**src/include/spi_regmap.svh**
```systemverilog
`ifndef SPI_REGMAP_SVH
`define SPI_REGMAP_SVH

//##########################################################################
// control register addresses
//##########################################################################

// config byte
`define SPI_CONFIG      6'd0
// status byte, bit 0 is core data waiting
`define SPI_STATUS      6'd1

//##########################################################################
// config bits
//##########################################################################

// user bytes valid for the core
`define CFG_USER_VALID  0
// blocks spi writes outside config
`define CFG_DISABLE     1

`endif

```
**src/verilog/spi_slave_pkg.sv**
```systemverilog
package spi_slave_pkg;

   //##########################################################################
   // data widths
   //##########################################################################

   // one register byte as seen over spi
   typedef logic [7:0]  byte_t;
   // 64 byte register map
   typedef logic [5:0]  reg_addr_t;
   // word pushed by the core agent
   typedef logic [63:0] core_data_t;

   //##########################################################################
   // register map layout
   //##########################################################################

   // user space, addresses 16..63
   localparam int NUM_USER_REGS = 48;
   localparam int USER_BASE     = 16;

   // core data window, lsb first
   localparam int CORE_BASE     = 8;
   // reading this byte releases the word
   localparam int CORE_LAST     = 15;

   //##########################################################################
   // core queue
   //##########################################################################

   // entries, also the agent's credits after reset
   localparam int QUEUE_DEPTH   = 2;
   localparam int QUEUE_PTR_W   = $clog2(QUEUE_DEPTH);
   localparam int QUEUE_CNT_W   = $clog2(QUEUE_DEPTH + 1);

   // serial engine states
   typedef enum logic [1:0] {
      IDLE,
      CMD,
      DATA
   } spi_state_t;

endpackage

```
**src/verilog/spi_slave_io.sv**
```systemverilog
`include "spi_regmap.svh"

module spi_slave_io (
   input  logic                    clk,
   input  logic                    nreset,
   input  logic                    sclk,
   input  logic                    ss_n,
   input  logic                    mosi,
   output logic                    miso,
   input  logic                    spi_disable,
   output logic                    rd_en,
   output spi_slave_pkg::reg_addr_t rd_addr,
   input  spi_slave_pkg::byte_t     rd_data,
   output logic                    wr_en,
   output spi_slave_pkg::reg_addr_t wr_addr,
   output spi_slave_pkg::byte_t     wr_data
);
   import spi_slave_pkg::*;

   // [1:0] sync stages, [2] previous value for edge detect
   logic [2:0]  sclk_pipe;
   logic [1:0]  ss_pipe;
   logic [1:0]  mosi_pipe;
   logic        ss_s;
   logic        mosi_s;
   logic        sclk_rise;
   logic        sclk_fall;

   spi_state_t  state;
   logic [2:0]  bit_cnt;
   logic        is_read;
   reg_addr_t   addr;
   logic        miso_r;
   logic        byte_last;
   logic        wr_allow;
   byte_t       rx_shift;
   byte_t       rx_byte;
   byte_t       tx_shift;

   //##########################################################################
   // pin synchronizers
   //##########################################################################

   always_ff @(posedge clk or negedge nreset)
   begin
      if (!nreset)
      begin
         sclk_pipe <= '0;
         // slave deselected out of reset
         ss_pipe   <= '1;
         mosi_pipe <= '0;
      end
      else
      begin
         sclk_pipe <= {sclk_pipe[1:0], sclk};
         ss_pipe   <= {ss_pipe[0], ss_n};
         mosi_pipe <= {mosi_pipe[0], mosi};
      end
   end

   assign ss_s      = ss_pipe[1];
   assign mosi_s    = mosi_pipe[1];
   // mode 0, sample on rise, shift out on fall
   assign sclk_rise = sclk_pipe[1] & ~sclk_pipe[2];
   assign sclk_fall = ~sclk_pipe[1] & sclk_pipe[2];

   // byte being completed on this rising edge
   assign rx_byte   = {rx_shift[6:0], mosi_s};
   assign byte_last = sclk_rise & (bit_cnt == 3'd7);

   // disable only lets config through
   assign wr_allow  = ~spi_disable | (addr == `SPI_CONFIG);

   //##########################################################################
   // frame state machine
   //##########################################################################

   always_ff @(posedge clk or negedge nreset)
   begin
      if (!nreset)
      begin
         state   <= IDLE;
         bit_cnt <= '0;
         is_read <= 1'b0;
         addr    <= '0;
         rd_en   <= 1'b0;
         wr_en   <= 1'b0;
         miso_r  <= 1'b0;
      end
      else
      begin
         // strobes are single cycle
         rd_en <= 1'b0;
         wr_en <= 1'b0;
         case (state)
            IDLE:
            begin
               bit_cnt <= '0;
               miso_r  <= 1'b0;
               if (!ss_s)
                  state <= CMD;
            end
            CMD:
            begin
               if (ss_s)
                  state <= IDLE;
               else if (sclk_rise)
               begin
                  bit_cnt <= bit_cnt + 3'd1;
                  if (bit_cnt == 3'd7)
                  begin
                     // bit 7 read, bit 6 ignored, bits 5:0 start address
                     is_read <= rx_byte[7];
                     addr    <= rx_byte[5:0];
                     // read fetches the first byte right away
                     rd_en   <= rx_byte[7];
                     state   <= DATA;
                  end
               end
            end
            DATA:
            begin
               if (ss_s)
                  state <= IDLE;
               else
               begin
                  // fetch cycle done, step to next address
                  if (rd_en)
                     addr <= addr + 1'b1;
                  if (sclk_rise)
                  begin
                     bit_cnt <= bit_cnt + 3'd1;
                     if (bit_cnt == 3'd7)
                     begin
                        if (is_read)
                           rd_en <= 1'b1;
                        else
                        begin
                           wr_en <= wr_allow;
                           addr  <= addr + 1'b1;
                        end
                     end
                  end
                  if (sclk_fall && is_read)
                     miso_r <= tx_shift[7];
               end
            end
            default:
               state <= IDLE;
         endcase
      end
   end

   //##########################################################################
   // shift registers and write payload
   //##########################################################################

   always_ff @(posedge clk)
   begin
      if (sclk_rise)
         rx_shift <= rx_byte;
      // msb first out
      if (rd_en)
         tx_shift <= rd_data;
      else if (sclk_fall)
         tx_shift <= {tx_shift[6:0], 1'b0};
      if (byte_last)
      begin
         wr_addr <= addr;
         wr_data <= rx_byte;
      end
   end

   // read address follows the frame pointer
   assign rd_addr = addr;
   // quiet line whenever deselected
   assign miso    = miso_r & ~ss_n;

   // a read fetch and a write strobe never share a cycle
   assert property (@(posedge clk) disable iff (!nreset) !(wr_en && rd_en))
      else $error("spi_slave_io: rd_en and wr_en together");

   // deselect always ends the frame
   assert property (@(posedge clk) disable iff (!nreset) ss_s |=> (state == IDLE))
      else $error("spi_slave_io: frame not closed after ss_n high");

endmodule

```
**src/verilog/spi_slave_regs.sv**
```systemverilog
`include "spi_regmap.svh"

module spi_slave_regs (
   input  logic                                       clk,
   input  logic                                       nreset,
   input  logic                                       rd_en,
   input  spi_slave_pkg::reg_addr_t                   rd_addr,
   output spi_slave_pkg::byte_t                       rd_data,
   input  logic                                       wr_en,
   input  spi_slave_pkg::reg_addr_t                   wr_addr,
   input  spi_slave_pkg::byte_t                       wr_data,
   output logic                                       spi_disable,
   input  logic                                       load_en,
   input  spi_slave_pkg::core_data_t                  load_data,
   output logic                                       core_pending,
   output logic                                       user_valid,
   output logic [spi_slave_pkg::NUM_USER_REGS*8-1:0]  user_regs
);
   import spi_slave_pkg::*;

   byte_t       cfg_reg;
   core_data_t  core_word;
   byte_t       user_mem [NUM_USER_REGS];

   logic        cfg_wr;
   logic        user_wr;
   logic        core_rd_last;
   reg_addr_t   user_wr_idx;
   reg_addr_t   user_rd_idx;
   reg_addr_t   core_off;

   //##########################################################################
   // write decode
   //##########################################################################

   assign cfg_wr      = wr_en & (wr_addr == `SPI_CONFIG);
   // status, reserved and core window drop writes
   assign user_wr     = wr_en & (wr_addr >= reg_addr_t'(USER_BASE));
   assign user_wr_idx = wr_addr - reg_addr_t'(USER_BASE);

   // side effect of fetching the top core byte
   assign core_rd_last = rd_en & (rd_addr == reg_addr_t'(CORE_LAST));

   //##########################################################################
   // config
   //##########################################################################

   always_ff @(posedge clk or negedge nreset)
   begin
      if (!nreset)
         cfg_reg <= '0;
      else if (cfg_wr)
         cfg_reg <= wr_data;
   end

   assign user_valid  = cfg_reg[`CFG_USER_VALID];
   assign spi_disable = cfg_reg[`CFG_DISABLE];

   //##########################################################################
   // status and core data
   //##########################################################################

   always_ff @(posedge clk or negedge nreset)
   begin
      if (!nreset)
      begin
         core_pending <= 1'b0;
         core_word    <= '0;
      end
      else if (load_en)
      begin
         // new word from the queue
         core_pending <= 1'b1;
         core_word    <= load_data;
      end
      else if (core_rd_last)
         core_pending <= 1'b0;
   end

   //##########################################################################
   // user bytes
   //##########################################################################

   always_ff @(posedge clk or negedge nreset)
   begin
      if (!nreset)
      begin
         for (int i = 0; i < NUM_USER_REGS; i++)
            user_mem[i] <= '0;
      end
      else if (user_wr)
         user_mem[user_wr_idx] <= wr_data;
   end

   // flat export, byte 0 is address 16
   always_comb
   begin
      for (int i = 0; i < NUM_USER_REGS; i++)
         user_regs[i*8 +: 8] = user_mem[i];
   end

   //##########################################################################
   // read mux
   //##########################################################################

   assign core_off    = rd_addr - reg_addr_t'(CORE_BASE);
   assign user_rd_idx = rd_addr - reg_addr_t'(USER_BASE);

   always_comb
   begin
      // reserved space reads zero
      rd_data = '0;
      if (rd_addr == `SPI_CONFIG)
         rd_data = cfg_reg;
      else if (rd_addr == `SPI_STATUS)
         rd_data = {7'b0, core_pending};
      else if (rd_addr >= reg_addr_t'(CORE_BASE) && rd_addr <= reg_addr_t'(CORE_LAST))
         rd_data = core_word[{core_off[2:0], 3'b000} +: 8];
      else if (rd_addr >= reg_addr_t'(USER_BASE))
         rd_data = user_mem[user_rd_idx];
   end

   // queue must wait until the previous word was read out
   assert property (@(posedge clk) disable iff (!nreset) load_en |-> !core_pending)
      else $error("spi_slave_regs: core load while word still pending");

endmodule

```
**src/verilog/core_packet_queue.sv**
```systemverilog
module core_packet_queue (
   input  logic                       clk,
   input  logic                       nreset,
   input  logic                       core_access,
   input  spi_slave_pkg::core_data_t  core_data,
   output logic                       core_credit,
   input  logic                       core_pending,
   output logic                       load_en,
   output spi_slave_pkg::core_data_t  load_data
);
   import spi_slave_pkg::*;

   core_data_t              fifo_mem [QUEUE_DEPTH];
   logic [QUEUE_PTR_W-1:0]  wr_ptr;
   logic [QUEUE_PTR_W-1:0]  rd_ptr;
   logic [QUEUE_CNT_W-1:0]  count;
   logic                    push;
   logic                    pop;

   //##########################################################################
   // push and pop
   //##########################################################################

   assign push = core_access;
   // hand over only once the register file is free
   assign pop  = (count != '0) & ~core_pending;

   assign load_en     = pop;
   assign load_data   = fifo_mem[rd_ptr];
   // every pop frees a slot for the agent
   assign core_credit = pop;

   // storage
   always_ff @(posedge clk)
   begin
      if (push)
         fifo_mem[wr_ptr] <= core_data;
   end

   // pointers and fill level
   always_ff @(posedge clk or negedge nreset)
   begin
      if (!nreset)
      begin
         wr_ptr <= '0;
         rd_ptr <= '0;
         count  <= '0;
      end
      else
      begin
         if (push)
         begin
            if (wr_ptr == QUEUE_PTR_W'(QUEUE_DEPTH - 1))
               wr_ptr <= '0;
            else
               wr_ptr <= wr_ptr + 1'b1;
         end
         if (pop)
         begin
            if (rd_ptr == QUEUE_PTR_W'(QUEUE_DEPTH - 1))
               rd_ptr <= '0;
            else
               rd_ptr <= rd_ptr + 1'b1;
         end
         case ({push, pop})
            2'b10:   count <= count + 1'b1;
            2'b01:   count <= count - 1'b1;
            default: count <= count;
         endcase
      end
   end

   // agent honours its credits
   assert property (@(posedge clk) disable iff (!nreset)
                    core_access |-> (count < QUEUE_CNT_W'(QUEUE_DEPTH)))
      else $error("core_packet_queue: push while full");

endmodule

```
**src/verilog/spi_slave.sv**
```systemverilog
module spi_slave (
   input  logic                                       clk,
   input  logic                                       nreset,
   // spi pins
   input  logic                                       sclk,
   input  logic                                       ss_n,
   input  logic                                       mosi,
   output logic                                       miso,
   // core agent
   input  logic                                       core_access,
   input  spi_slave_pkg::core_data_t                  core_data,
   output logic                                       core_credit,
   // user space export
   output logic                                       user_valid,
   output logic [spi_slave_pkg::NUM_USER_REGS*8-1:0]  user_regs
);
   import spi_slave_pkg::*;

   // engine to register file
   logic        rd_en;
   reg_addr_t   rd_addr;
   byte_t       rd_data;
   logic        wr_en;
   reg_addr_t   wr_addr;
   byte_t       wr_data;
   logic        spi_disable;

   // queue to register file
   logic        load_en;
   core_data_t  load_data;
   logic        core_pending;

   //##########################################################################
   // serial engine
   //##########################################################################

   spi_slave_io i_spi_slave_io (
      .clk         (clk),
      .nreset      (nreset),
      .sclk        (sclk),
      .ss_n        (ss_n),
      .mosi        (mosi),
      .miso        (miso),
      .spi_disable (spi_disable),
      .rd_en       (rd_en),
      .rd_addr     (rd_addr),
      .rd_data     (rd_data),
      .wr_en       (wr_en),
      .wr_addr     (wr_addr),
      .wr_data     (wr_data)
   );

   // register map
   spi_slave_regs i_spi_slave_regs (
      .clk          (clk),
      .nreset       (nreset),
      .rd_en        (rd_en),
      .rd_addr      (rd_addr),
      .rd_data      (rd_data),
      .wr_en        (wr_en),
      .wr_addr      (wr_addr),
      .wr_data      (wr_data),
      .spi_disable  (spi_disable),
      .load_en      (load_en),
      .load_data    (load_data),
      .core_pending (core_pending),
      .user_valid   (user_valid),
      .user_regs    (user_regs)
   );

   // core word buffer with credit return
   core_packet_queue i_core_packet_queue (
      .clk          (clk),
      .nreset       (nreset),
      .core_access  (core_access),
      .core_data    (core_data),
      .core_credit  (core_credit),
      .core_pending (core_pending),
      .load_en      (load_en),
      .load_data    (load_data)
   );

endmodule

```
**config.mk**
```make
export PLATFORM = sky130hd
export DESIGN_NAME = spi_slave
export DESIGN_NICKNAME = d
export VERILOG_FILES = /design/src/verilog/spi_slave_pkg.sv /design/src/verilog/spi_slave_io.sv /design/src/verilog/spi_slave_regs.sv /design/src/verilog/core_packet_queue.sv /design/src/verilog/spi_slave.sv
export VERILOG_INCLUDE_DIRS = /design/src /design/src/include
export SDC_FILE = /design/constraint.sdc
export NUM_CORES = 1
export LEC_CHECK = 0
export BUFFER_PORTS_ARGS = -buffer_cell sky130_fd_sc_hd__buf_2
export CAP_MARGIN = 30
export CORE_MARGIN = 1
export CORE_UTILIZATION = 35
export DETAILED_ROUTE_END_ITERATION = 8
export SYNTH_ARGS = -nofsm -noshare
export SYNTH_HDL_FRONTEND = slang
export SYNTH_SLANG_ARGS = --single-unit
```
**constraint.sdc**
```tcl
create_clock -name clk -period 4 [get_ports clk]
set_clock_uncertainty 0.15 [all_clocks]
set_input_delay 0.2 -clock clk [delete_from_list [all_inputs] [get_ports clk]]
set_output_delay 0.2 -clock clk [all_outputs]
set_load 0.01 [all_outputs]
```
# Yosys cells after proc, flatten, opt, wreduce, memory -nomap -nowiden

Memory sizes are Yosys's and may differ from the RTL's. A register that Yosys moved wholly into a read port is not among the register bits.
Cells that the tools add are included.

Register bits after elaboration: 448
RAM bits: 128
Input bits: 70
Output and inout bits: 387
Memories: 1

Memories:

| name                         | depth | bits a word | rd ports | clocked after memory_dff | write ports | RTL line                | source |
|---|---|---|---|---|---|---|---|
| i_core_packet_queue.fifo_mem | 2     | 64          | 1        | 1                        | 1           | core_packet_queue.sv:13 | `core_data_t fifo_mem [QUEUE_DEPTH];` |

$add $sub $neg: 9
Magnitude comparators: 7
Equality and inequality tests: 18
Shift-type cells: 1
Mux-type cells: 53
Bitwise logic cells: 17
Reductions and logical operators: 20

Operators by type and width:

| kind                                                                          | count |
|---|---|
| 384-bit bitwise mux                                                           | 1 |
| 8-bit 2-to-1 mux                                                              | 9 |
| 64-bit by 7-bit indexed part select with 8-bit output                         | 1 |
| 8-bit binary-select mux with 6-bit select                                     | 1 |
| 8-bit demux with 6-bit select                                                 | 1 |
| 6-bit 2-to-1 mux                                                              | 8 |
| 1-bit 2-to-1 mux                                                              | 20 |
| 7-bit >= comparator (second input constant)                                   | 2 |
| 6-bit inverter with 7-bit output                                              | 2 |
| 2-bit nonzero test                                                            | 7 |
| 6-bit by 5-bit >= comparator with 1-bit output (second input constant)        | 2 |
| 6-bit zero test                                                               | 2 |
| 6-bit case mux with 2 select lines                                            | 1 |
| 6-bit by 5-bit subtractor with 6-bit output (second input constant)           | 2 |
| 2-bit 2-to-1 mux                                                              | 5 |
| 2-bit by 1-bit inequality test with 1-bit output (second input constant)      | 5 |
| 1-bit AND                                                                     | 8 |
| 2-bit inequality test (second input constant)                                 | 4 |
| 4-bit AND reduction                                                           | 2 |
| 7-bit by 1-bit less-than comparator with 1-bit output (second input constant) | 1 |
| 6-bit by 1-bit adder with 6-bit output (second input constant)                | 1 |
| 6-bit by 1-bit equality test with 1-bit output (second input constant)        | 1 |
| 6-bit by 4-bit equality test with 1-bit output (second input constant)        | 1 |
| 6-bit by 4-bit >= comparator with 1-bit output (second input constant)        | 1 |
| 23 further kinds                                                              | 37 |

# Longest topological paths before layout

Gate-level depths: netlist of the first run.

Word-level depth: 10
Gate-level depth with buffers: 11
Depth with buffers taken out: 9

# By module

A second synthesis of the first run with hierarchy kept.

Cell total of the unflattened synthesis: 1,788
Area total of the unflattened synthesis: 28,507.3 um^2

By module, submodules not included:

| module            | times used | cells an instance | area each (um^2) | sequential area each (um^2) |
|---|---|---|---|---|
| spi_slave_regs    | 1          | 1,404             | 21,274.2         | 11,436.0 |
| core_packet_queue | 1          | 216               | 5,013.6          | 3,943.8 |
| spi_slave_io      | 1          | 168               | 2,219.6          | 1,423.9 |

# Least setup slack after synthesis of the first run

OpenSTA, ideal clock, no wires.

Kind: register -> register
Start: register i_core_packet_queue.wr_ptr
End: memory i_core_packet_queue.fifo_mem[0][0] in the netlist's numbering, enable pin
Arrival time: 3.065 ns
Slack: 0.299 ns
Cell stages (with the launch flop): 2
Path buffers: 0
Period minus slack after synthesis: 3.701 ns
Cells stage by stage: dfrtp_1 -> nor2_1

RTL lines:

| element                | RTL line                | source |
|---|---|---|
| start, declared        | core_packet_queue.sv:14 | `logic [QUEUE_PTR_W-1:0] wr_ptr;` |
| start signal, assigned | core_packet_queue.sv:56 | `wr_ptr <= wr_ptr + 1'b1;` |
| end, declared          | core_packet_queue.sv:13 |  |

Straight into the memory's write port.

# Worst setup path after layout of the first run

Start: register i_spi_slave_io.addr[0], in the netlist i_spi_slave_io.rd_addr[0]
End: register i_spi_slave_io.tx_shift[2], data pin

Longest elaborated chain between the ends: 10
Elaborated cells on any way between the ends: 18
Those cells by class: 2 x add/sub; 3 x order compare; 1 x eq/ne; 1 x shift; 8 x mux; 1 x bitwise; 2 x reduce/logical

RTL lines:

| element                                                | RTL line              | source |
|---|---|---|
| start, declared                                        | spi_slave_io.sv:32    | `reg_addr_t addr;` |
| start signal, assigned                                 | spi_slave_io.sv:114   | `addr <= rx_byte[5:0];` |
| start signal, assigned                                 | spi_slave_io.sv:129   | `addr <= addr + 1'b1;` |
| start signal, assigned                                 | spi_slave_io.sv:140   | `addr <= addr + 1'b1;` |
| 6-bit by 5-bit subtractor with 6-bit output            | spi_slave_regs.sv:107 | `assign user_rd_idx = rd_addr - reg_addr_t'(USER_BASE);` |
| 6-bit inverter with 7-bit output (implied by the code) | spi_slave_regs.sv:120 | `rd_data = user_mem[user_rd_idx];` |
| 8-bit binary-select mux with 6-bit select              | spi_slave_regs.sv:120 |  |
| 8-bit 2-to-1 mux (implied by the code) (2 in a row)    | spi_slave_regs.sv:120 |  |
| 8-bit 2-to-1 mux                                       | spi_slave_regs.sv:119 | `else if (rd_addr >= reg_addr_t'(USER_BASE))` |
| 8-bit 2-to-1 mux                                       | spi_slave_regs.sv:117 | `else if (rd_addr >= reg_addr_t'(CORE_BASE) && rd_addr <= reg_addr_t'(CORE_LAST))` |
| 8-bit 2-to-1 mux                                       | spi_slave_regs.sv:115 | `` else if (rd_addr == `SPI_STATUS) `` |
| 8-bit 2-to-1 mux *                                     | spi_slave_regs.sv:113 | `` if (rd_addr == `SPI_CONFIG) `` |
| 8-bit 2-to-1 mux *                                     | spi_slave_io.sv:163   | `if (rd_en)` |
| end signal, assigned                                   | spi_slave_io.sv:164   | `tx_shift <= rd_data;` |
| end signal, assigned                                   | spi_slave_io.sv:166   | `tx_shift <= {tx_shift[6:0], 1'b0};` |
| end, declared                                          | spi_slave_io.sv:38    | `byte_t tx_shift;` |

Mark *: on every way between the ends. The rest lies on a longest branch, timed or not. The select of a mux whose other input is x is not followed.
A chain may end at the register's enable or synchronous reset.

==> results.ini, run 1 <==
[outcome]
status = complete, but fails checks
failed_checks = hold timing

[power_and_ir_drop]
p_sw_frac = 0.305
netSwitchingPower_mw = 5.73
clockPowerShare = 0.367
powerDensity_nw_per_um2 = 546
leakage_nw = 16.6
comb_power_share = 0.204
finalPower_mw = 18.8
ir_drop_mv = 0.298
pwr-share-seq = 0.429
power.internal_mw = 13.1

[setup_path]
worst_ep_arrival_time_ns = 3.32
crit_path_end = i_spi_slave_io.tx_shift[2]
timing.rr.end = i_spi_slave_io.tx_shift[2]
worstPathRequired_ns = 4.20
r2r_start = i_spi_slave_io.rd_addr[0]
startpoint = i_spi_slave_io.rd_addr[0]
rrSetupSlack_ns = 0.88
critPathMaxFanout = 27
start_kind = flip-flop
reg2regPathDepth = 6
end_kind = flip-flop
worstSetupPathType = reg -> reg

[grt]
grt_pass1_wl_um = 134000
grt_max_degree = 92
grt_use_total = 0.226
grt_pass1_vias = 19112
gr-total-overflow = 0
antenna_found_initial = 1

[logic_synthesis]
synth_cell_types = 57
yosys.area.top_type = dfrtp_1
synth_fp_nets = 1922
synth.most_common_cell = dfrtp_1
syn-instance-count = 1841
syn_area_um2 = 27700
yosys_register_bits = 640
yosysWarnings = 0
synth.yosys.seq_area_share = 0.607
synth_top_area_frac = 0.435
synth.area.top_cells = dfrtp_1 43%, edfxtp_1 17%, mux2_2 16%, mux4_2 8.1%, mux2i_1 3.1%
synthTopCellsByCount = 481 x dfrtp_1, 394 x mux2_2, 157 x edfxtp_1
synthFlopType = dfrtp_1
async_flop_share = 0.755
synth_edf_count = 157
syn_avg_cell_area_um2 = 15.0

[cts]
cts_root_buffer = clkbuf_16
cts.sinks = 640
postCtsSetupRepairBufs = 0
path_clk_slew_ns = 0.06
cts_tree = built
numCtsBuffers = 74
clk_latency_ns = 0.63
cts.path.max_buffers = 3
htreeDepth = 3

[placement]
dpl.hpwl_um = 64600
portBuffers = 456
placedCellCount = 3261
place_congestion = 0.951

[floorplan]
die_h_um = 283
rows = 102
core_area_um2 = 77800
dieArea_um2 = 80200
io_pins = 457
start_util = 0.356
die_x_um = 283

[cells_and_area]
multiInputGateArea_um2 = 10300
syn2layout_area_growth_pct = 24.3
seqCellArea_um2 = 16800
fin_cells = 3467
final_net_count = 2447
drive_above_1_share = 0.473
fillers = 7098
largest_reg_flops = 384

[sta]
setup_viol = 0
min_period_over_period = 0.780
relSlewSlack = 0.327
whs_ns = -0.00143
worstMarginPinSlew_ns = 1.01
post-route-min-period_ns = 3.12
finalHoldViolCount = 1
fmax_mhz = 320
tns_ns = 0
rsz0062_at_grt = no
maxSlewViolCount = 0

[drt]
drtIter0Drc = 1362
ant_nets = 0
wl_per_cell_um = 26.3
wirelength_um = 91100
vias = 18651
viasPerCell = 5.38
drc_errors = 0
drtPass1Iterations = 5

[hold_path]
worst_hold_path_type = in -> async

[job]
cap_violations = 0

==> critical path, stage by stage (launching register included) <==
cell and delay (ns):
dfrtp_4 0.77, buf_12 0.31, mux4_2 0.52, o21ai_0 0.32
a211oi_1 0.10, o31ai_1 0.46, o21ai_0 0.15
==> what timing repair did <==
| action | 4_1_cts | 5_1_grt |
|---|---|---|
| gates resized for setup | 0 | 0 |
| hold buffers | 69 | 0 |
| hold endpoints to repair | 270 | 0 |
==> metrics by stage <==
step	util	hold slack (ns)	worst slack, ns	instance area, um^2
2_1_floorplan	-	-0.246	0.299	27700
3_3_place_gp	0.400	0.100	0.852	31200
3_5_place_dp	0.401	0.116	0.848	31200
4_1_cts	0.442	0.0309	0.849	34400
5_1_grt	0.442	0.0632	0.631	34400
6_report	0.442	-0.00143	0.878	34400
==> area by class of cell <==
class                   count  share of cell area
flip-flops and latches    640               0.489
multi-input cells        1063               0.299
repair buffers            568              0.0997
clock buffers             112              0.0629
well taps                1040              0.0378
clock inverters            24             0.00996
inverters                  19             0.00207
diodes                      1           0.0000727
==> placed cells by master, fill, tap and decap left out, types with 4 or more instances in the layout <==
master and count:
clkbuf_8 15, nand2b_1 6, nand3b_1 7, o21ai_0 90, buf_4 31, ha_1 11
clkinv_2 7, nor2_2 27, buf_2 455, nor2b_1 4, nor2_1 31, nand3_1 34
bufinv_16 5, mux2_2 394, o22ai_1 6, nand2_1 132, mux4_1 4, edfxtp_1 157
mux2i_1 87, dfrtp_1 477, a22oi_1 31, mux4_2 100, clkinv_1 5, a31oi_1 6
clkbuf_1 22, inv_1 16, and2_1 4, o31ai_1 10, clkbuf_16 75, a211oi_1 6
a21oi_1 29, dlygate4sd3_1 69, buf_12 9
==> power by group through the flow <==
stage	clock network, mW	logic [mW]	registers, mW
3_5_place_dp	0	3.82	8.19
4_1_cts	7.04	3.88	8.07
3_3_place_gp	0	3.78	8.16
2_1_floorplan	0	2.81	7.74
6_report	6.90	3.83	8.06
5_1_grt	7.28	4.13	8.16
==> worst min-delay path by stage <==
stage / slack, ns / cells after the start / endpoint / from
after floorplan: -0.25 / 0 / i_core_packet_queue.count[0] / nreset
final: -0.001 / 2 / i_spi_slave_regs.user_regs[217] / nreset
after global placement: 0.10 / 1 / i_spi_slave_regs.user_regs[217] / nreset
after detailed placement: 0.12 / 1 / i_spi_slave_regs.user_regs[217] / nreset
after CTS: 0.03 / 2 / i_spi_slave_regs.user_regs[217] / nreset
after global routing: 0.06 / 2 / i_spi_slave_regs.user_regs[217] / nreset
==> layer usage <==
layer / vias up / global-route usage / part of all wire
li1: 7938 / - / -
met1: 9853 / 0.308 / 0.43
met2: 711 / 0.356 / 0.47
met3: 149 / 0.0447 / 0.066
met4: 0 / 0.0839 / 0.034
met5: - / 0 / 0
==> cell families after synthesis <==
group	Yosys count	share of synthesized area
AO/OA/AOI/OAI	195	0.0424
XOR/XNOR	5	0.00158
adder cells (fa/ha/maj)	11	0.00497
buffers and inverters	138	0.0225
flip-flops	640	0.607
multiplexers	585	0.277
AND/OR/NAND/NOR	267	0.0450
(Power assumes the default switching activity.)
==> inputs of run 2 (changes only) <==
clock period = 3 ns   (was 4 ns; I/O delays follow)
==> run 2 against run 1 <==
The flow now finishes without violations. First-iteration DRC count increased by 9.2%. Sequential power increased by 30%. Register-to-register slack worse by 0.84 ns. Sequential share of layout area decreased by 0.48 points. Hold slack improved by 0.065 ns. Cell area is 0.99% higher. Clock power rose by 28%. Critical endpoint is now i_spi_slave_io.tx_shift[6]. Non-clock buffer count grew 50. Sequential cell count unchanged. Wire length shrank 0.37%. Power increased by 33%. Cell count is 1.2% higher.
==> results.ini, run 2 (same netlist as run 1, synthesis figures left out) <==
[outcome]
status = finished clean

[placement]
portBuffers = 456  ; unchanged
dpl.hpwl_um = 66200  ; +2.5%
place_area_um2 = 31700  ; +1.4%
place_congestion = 0.964  ; +1.4%
pre_cts_slack_ns = 0.143  ; -0.706 ns

[grt]
grt_pass1_wl_um = 133000  ; -0.85%
antenna_found_initial = 2  ; +1
grt_use_total = 0.223  ; -0.00219
grt_max_degree = 82  ; -11%
gr-total-overflow = 0  ; unchanged
grt_pass1_vias = 19058  ; -0.28%

[cts]
clk_latency_ns = 0.61  ; -0.02 ns
numCtsBuffers = 71  ; -4.1%
htreeDepth = 3  ; unchanged
path_clk_slew_ns = 0.07  ; about the same
cts_resized = 0  ; unchanged
cts_tree = built
cts_root_buffer = clkbuf_16
cts.path.max_buffers = 3  ; unchanged
cts.sinks = 640  ; unchanged

[sta]
rsz0062_at_grt = no
setup_slack_ns = 0.0336  ; -0.845 ns
min_period_over_period = 0.989  ; +0.208
post-route-min-period_ns = 2.97  ; -0.155 ns
fmax_mhz = 337  ; +5.2%
tns_ns = 0  ; unchanged
maxSlewViolCount = 0  ; unchanged
setup_viol = 0  ; unchanged
finalHoldViolCount = 0  ; -1
worstMarginPinSlew_ns = 0.987  ; -0.0228 ns
relSlewSlack = 0.342  ; +0.0152

[floorplan]
dieArea_um2 = 80200  ; unchanged
start_util = 0.356  ; unchanged
die_x_um = 283  ; unchanged
core_area_um2 = 77800  ; unchanged
io_pins = 457  ; unchanged
rows = 102  ; unchanged
die_h_um = 283  ; unchanged

[cells_and_area]
largest_reg_flops = 384  ; unchanged
syn2layout_area_growth_pct = 25.5
layout_commonest_cell = dfrtp_1
final_util = 0.446  ; +0.00436
final_cell_area_um2 = 34700  ; +0.99%
final_cell_mix = 477 x dfrtp_1, 455 x buf_2, 394 x mux2_2
num_antenna_cells = 0  ; -1
drive_above_1_share = 0.483  ; +0.0106
fillers = 7069  ; -0.41%
final_net_count = 2494  ; +1.9%

[drt]
drtPass1Iterations = 6  ; +1
viasPerCell = 5.32  ; -1.1%
dr_wl_met2_um = 42700  ; about the same
vias = 18676  ; +0.13%
highest_layer = met5
drc_errors = 0  ; unchanged
wl_met1_um = 38700  ; -1.3%
ant_nets = 0  ; unchanged
route.met3.wl_um = 6570  ; +9.8%
drtIter0Drc = 1487  ; +9.2%
wirelength_um = 90700  ; -0.37%
wl_per_cell_um = 25.9  ; -1.6%

[job]
cap_violations = 0  ; unchanged

[setup_path]
slowest_delay_ns = 0.69  ; -0.08 ns
worstSetupPathType = reg -> reg
worstPathCellList = buf_4 -> mux4_2 -> mux2i_1 -> o22ai_1 -> a21oi_1 -> o31ai_1
critPathMaxFanout = 19  ; -30%
end_kind = flip-flop
critPathSlowestCell = dfrtp_4
worstPathRequired_ns = 3.20  ; -1.00 ns
worst_ep_arrival_time_ns = 3.17  ; -0.15 ns
start_kind = flip-flop

[power_and_ir_drop]
leakage_nw = 16.8  ; +1.3%
finalPower_mw = 25.0  ; +33%
powerDensity_nw_per_um2 = 720  ; +32%
ir_drop_mv = 0.478  ; +60%

[hold_path]
worst_hold_path_type = in -> async

run 2: cell count changes in the layout (fill, tap and decap cells not counted), moves of 3 or more:
cell      delta
clkinv_1     +5
buf_12       +6
clkbuf_1     -8
clkbuf_8     -5
buf_4       +45
buf_6        -3
clkinv_2     +3
run 2: final timing paths:
check	start	to	slack (ns)	cells past startpoint
max in group asynchronous	nreset	i_spi_slave_regs.user_regs[59]	2.03	4
min in group clk	mosi	i_spi_slave_io.mosi_pipe[0]	0.07	2
min	nreset	i_spi_slave_regs.user_regs[16]	0.06	3
min reg2reg	i_spi_slave_io.mosi_pipe[0]	i_spi_slave_io.mosi_pipe[1]	0.20	0
max reg2reg	i_spi_slave_io.rd_addr[1]	i_spi_slave_io.tx_shift[6]	0.03	6
max	i_spi_slave_io.rd_addr[1]	i_spi_slave_io.tx_shift[6]	0.03	6
run 2: timing repair:
action                                  in CTS  in global routing
hold buffers                                70                  0
endpoints found under the setup margin       0                  5
hold endpoints to repair                   491                  0
buffers inserted                             0                  1
run 2: power breakdown:
part / switching, mW / internal [mW] / leakage (nW)
combinational: 3.38 / 2.28 / 7.62
sequential: 0.607 / 9.90 / 8.07
clock: 3.65 / 5.19 / 1.16
total: 7.64 / 17.4 / 16.8
run 2: area by class of cell:
| class | count | area, um^2 | share of cell area |
|---|---|---|---|
| clock buffers | 97 | 2020 | 0.0580 |
| clock inverters | 33 | 354 | 0.0102 |
| inverters | 19 | 71.3 | 0.00205 |
| multi-input cells | 1063 | 10300 | 0.296 |
| flip-flops and latches | 640 | 16800 | 0.484 |
| well taps | 1040 | 1300 | 0.0374 |
| repair buffers | 618 | 3910 | 0.112 |
run 2: metal layers:
metal  track usage  up-vias
li1              -     8036
met1         0.299     9766
met2         0.357      728
met3        0.0564      144
met4        0.0676        2
met5             0        -
run 2: through the flow:
step	hold WS, ns	std cells
global placement	-0.0226	3308
global route	0.0513	3510
finish	0.0638	3510
detailed placement	-0.0132	3309
CTS	0.0280	3509
floorplan	-0.296	1841
run 2: worst max-delay path: cells and delay by family, from the launching register on:
family                 cells  cell delay, ns
flip-flops                 1            0.69
multiplexers               2            1.03
AO/OA/AOI/OAI              3            0.54
buffers and inverters      1            0.29
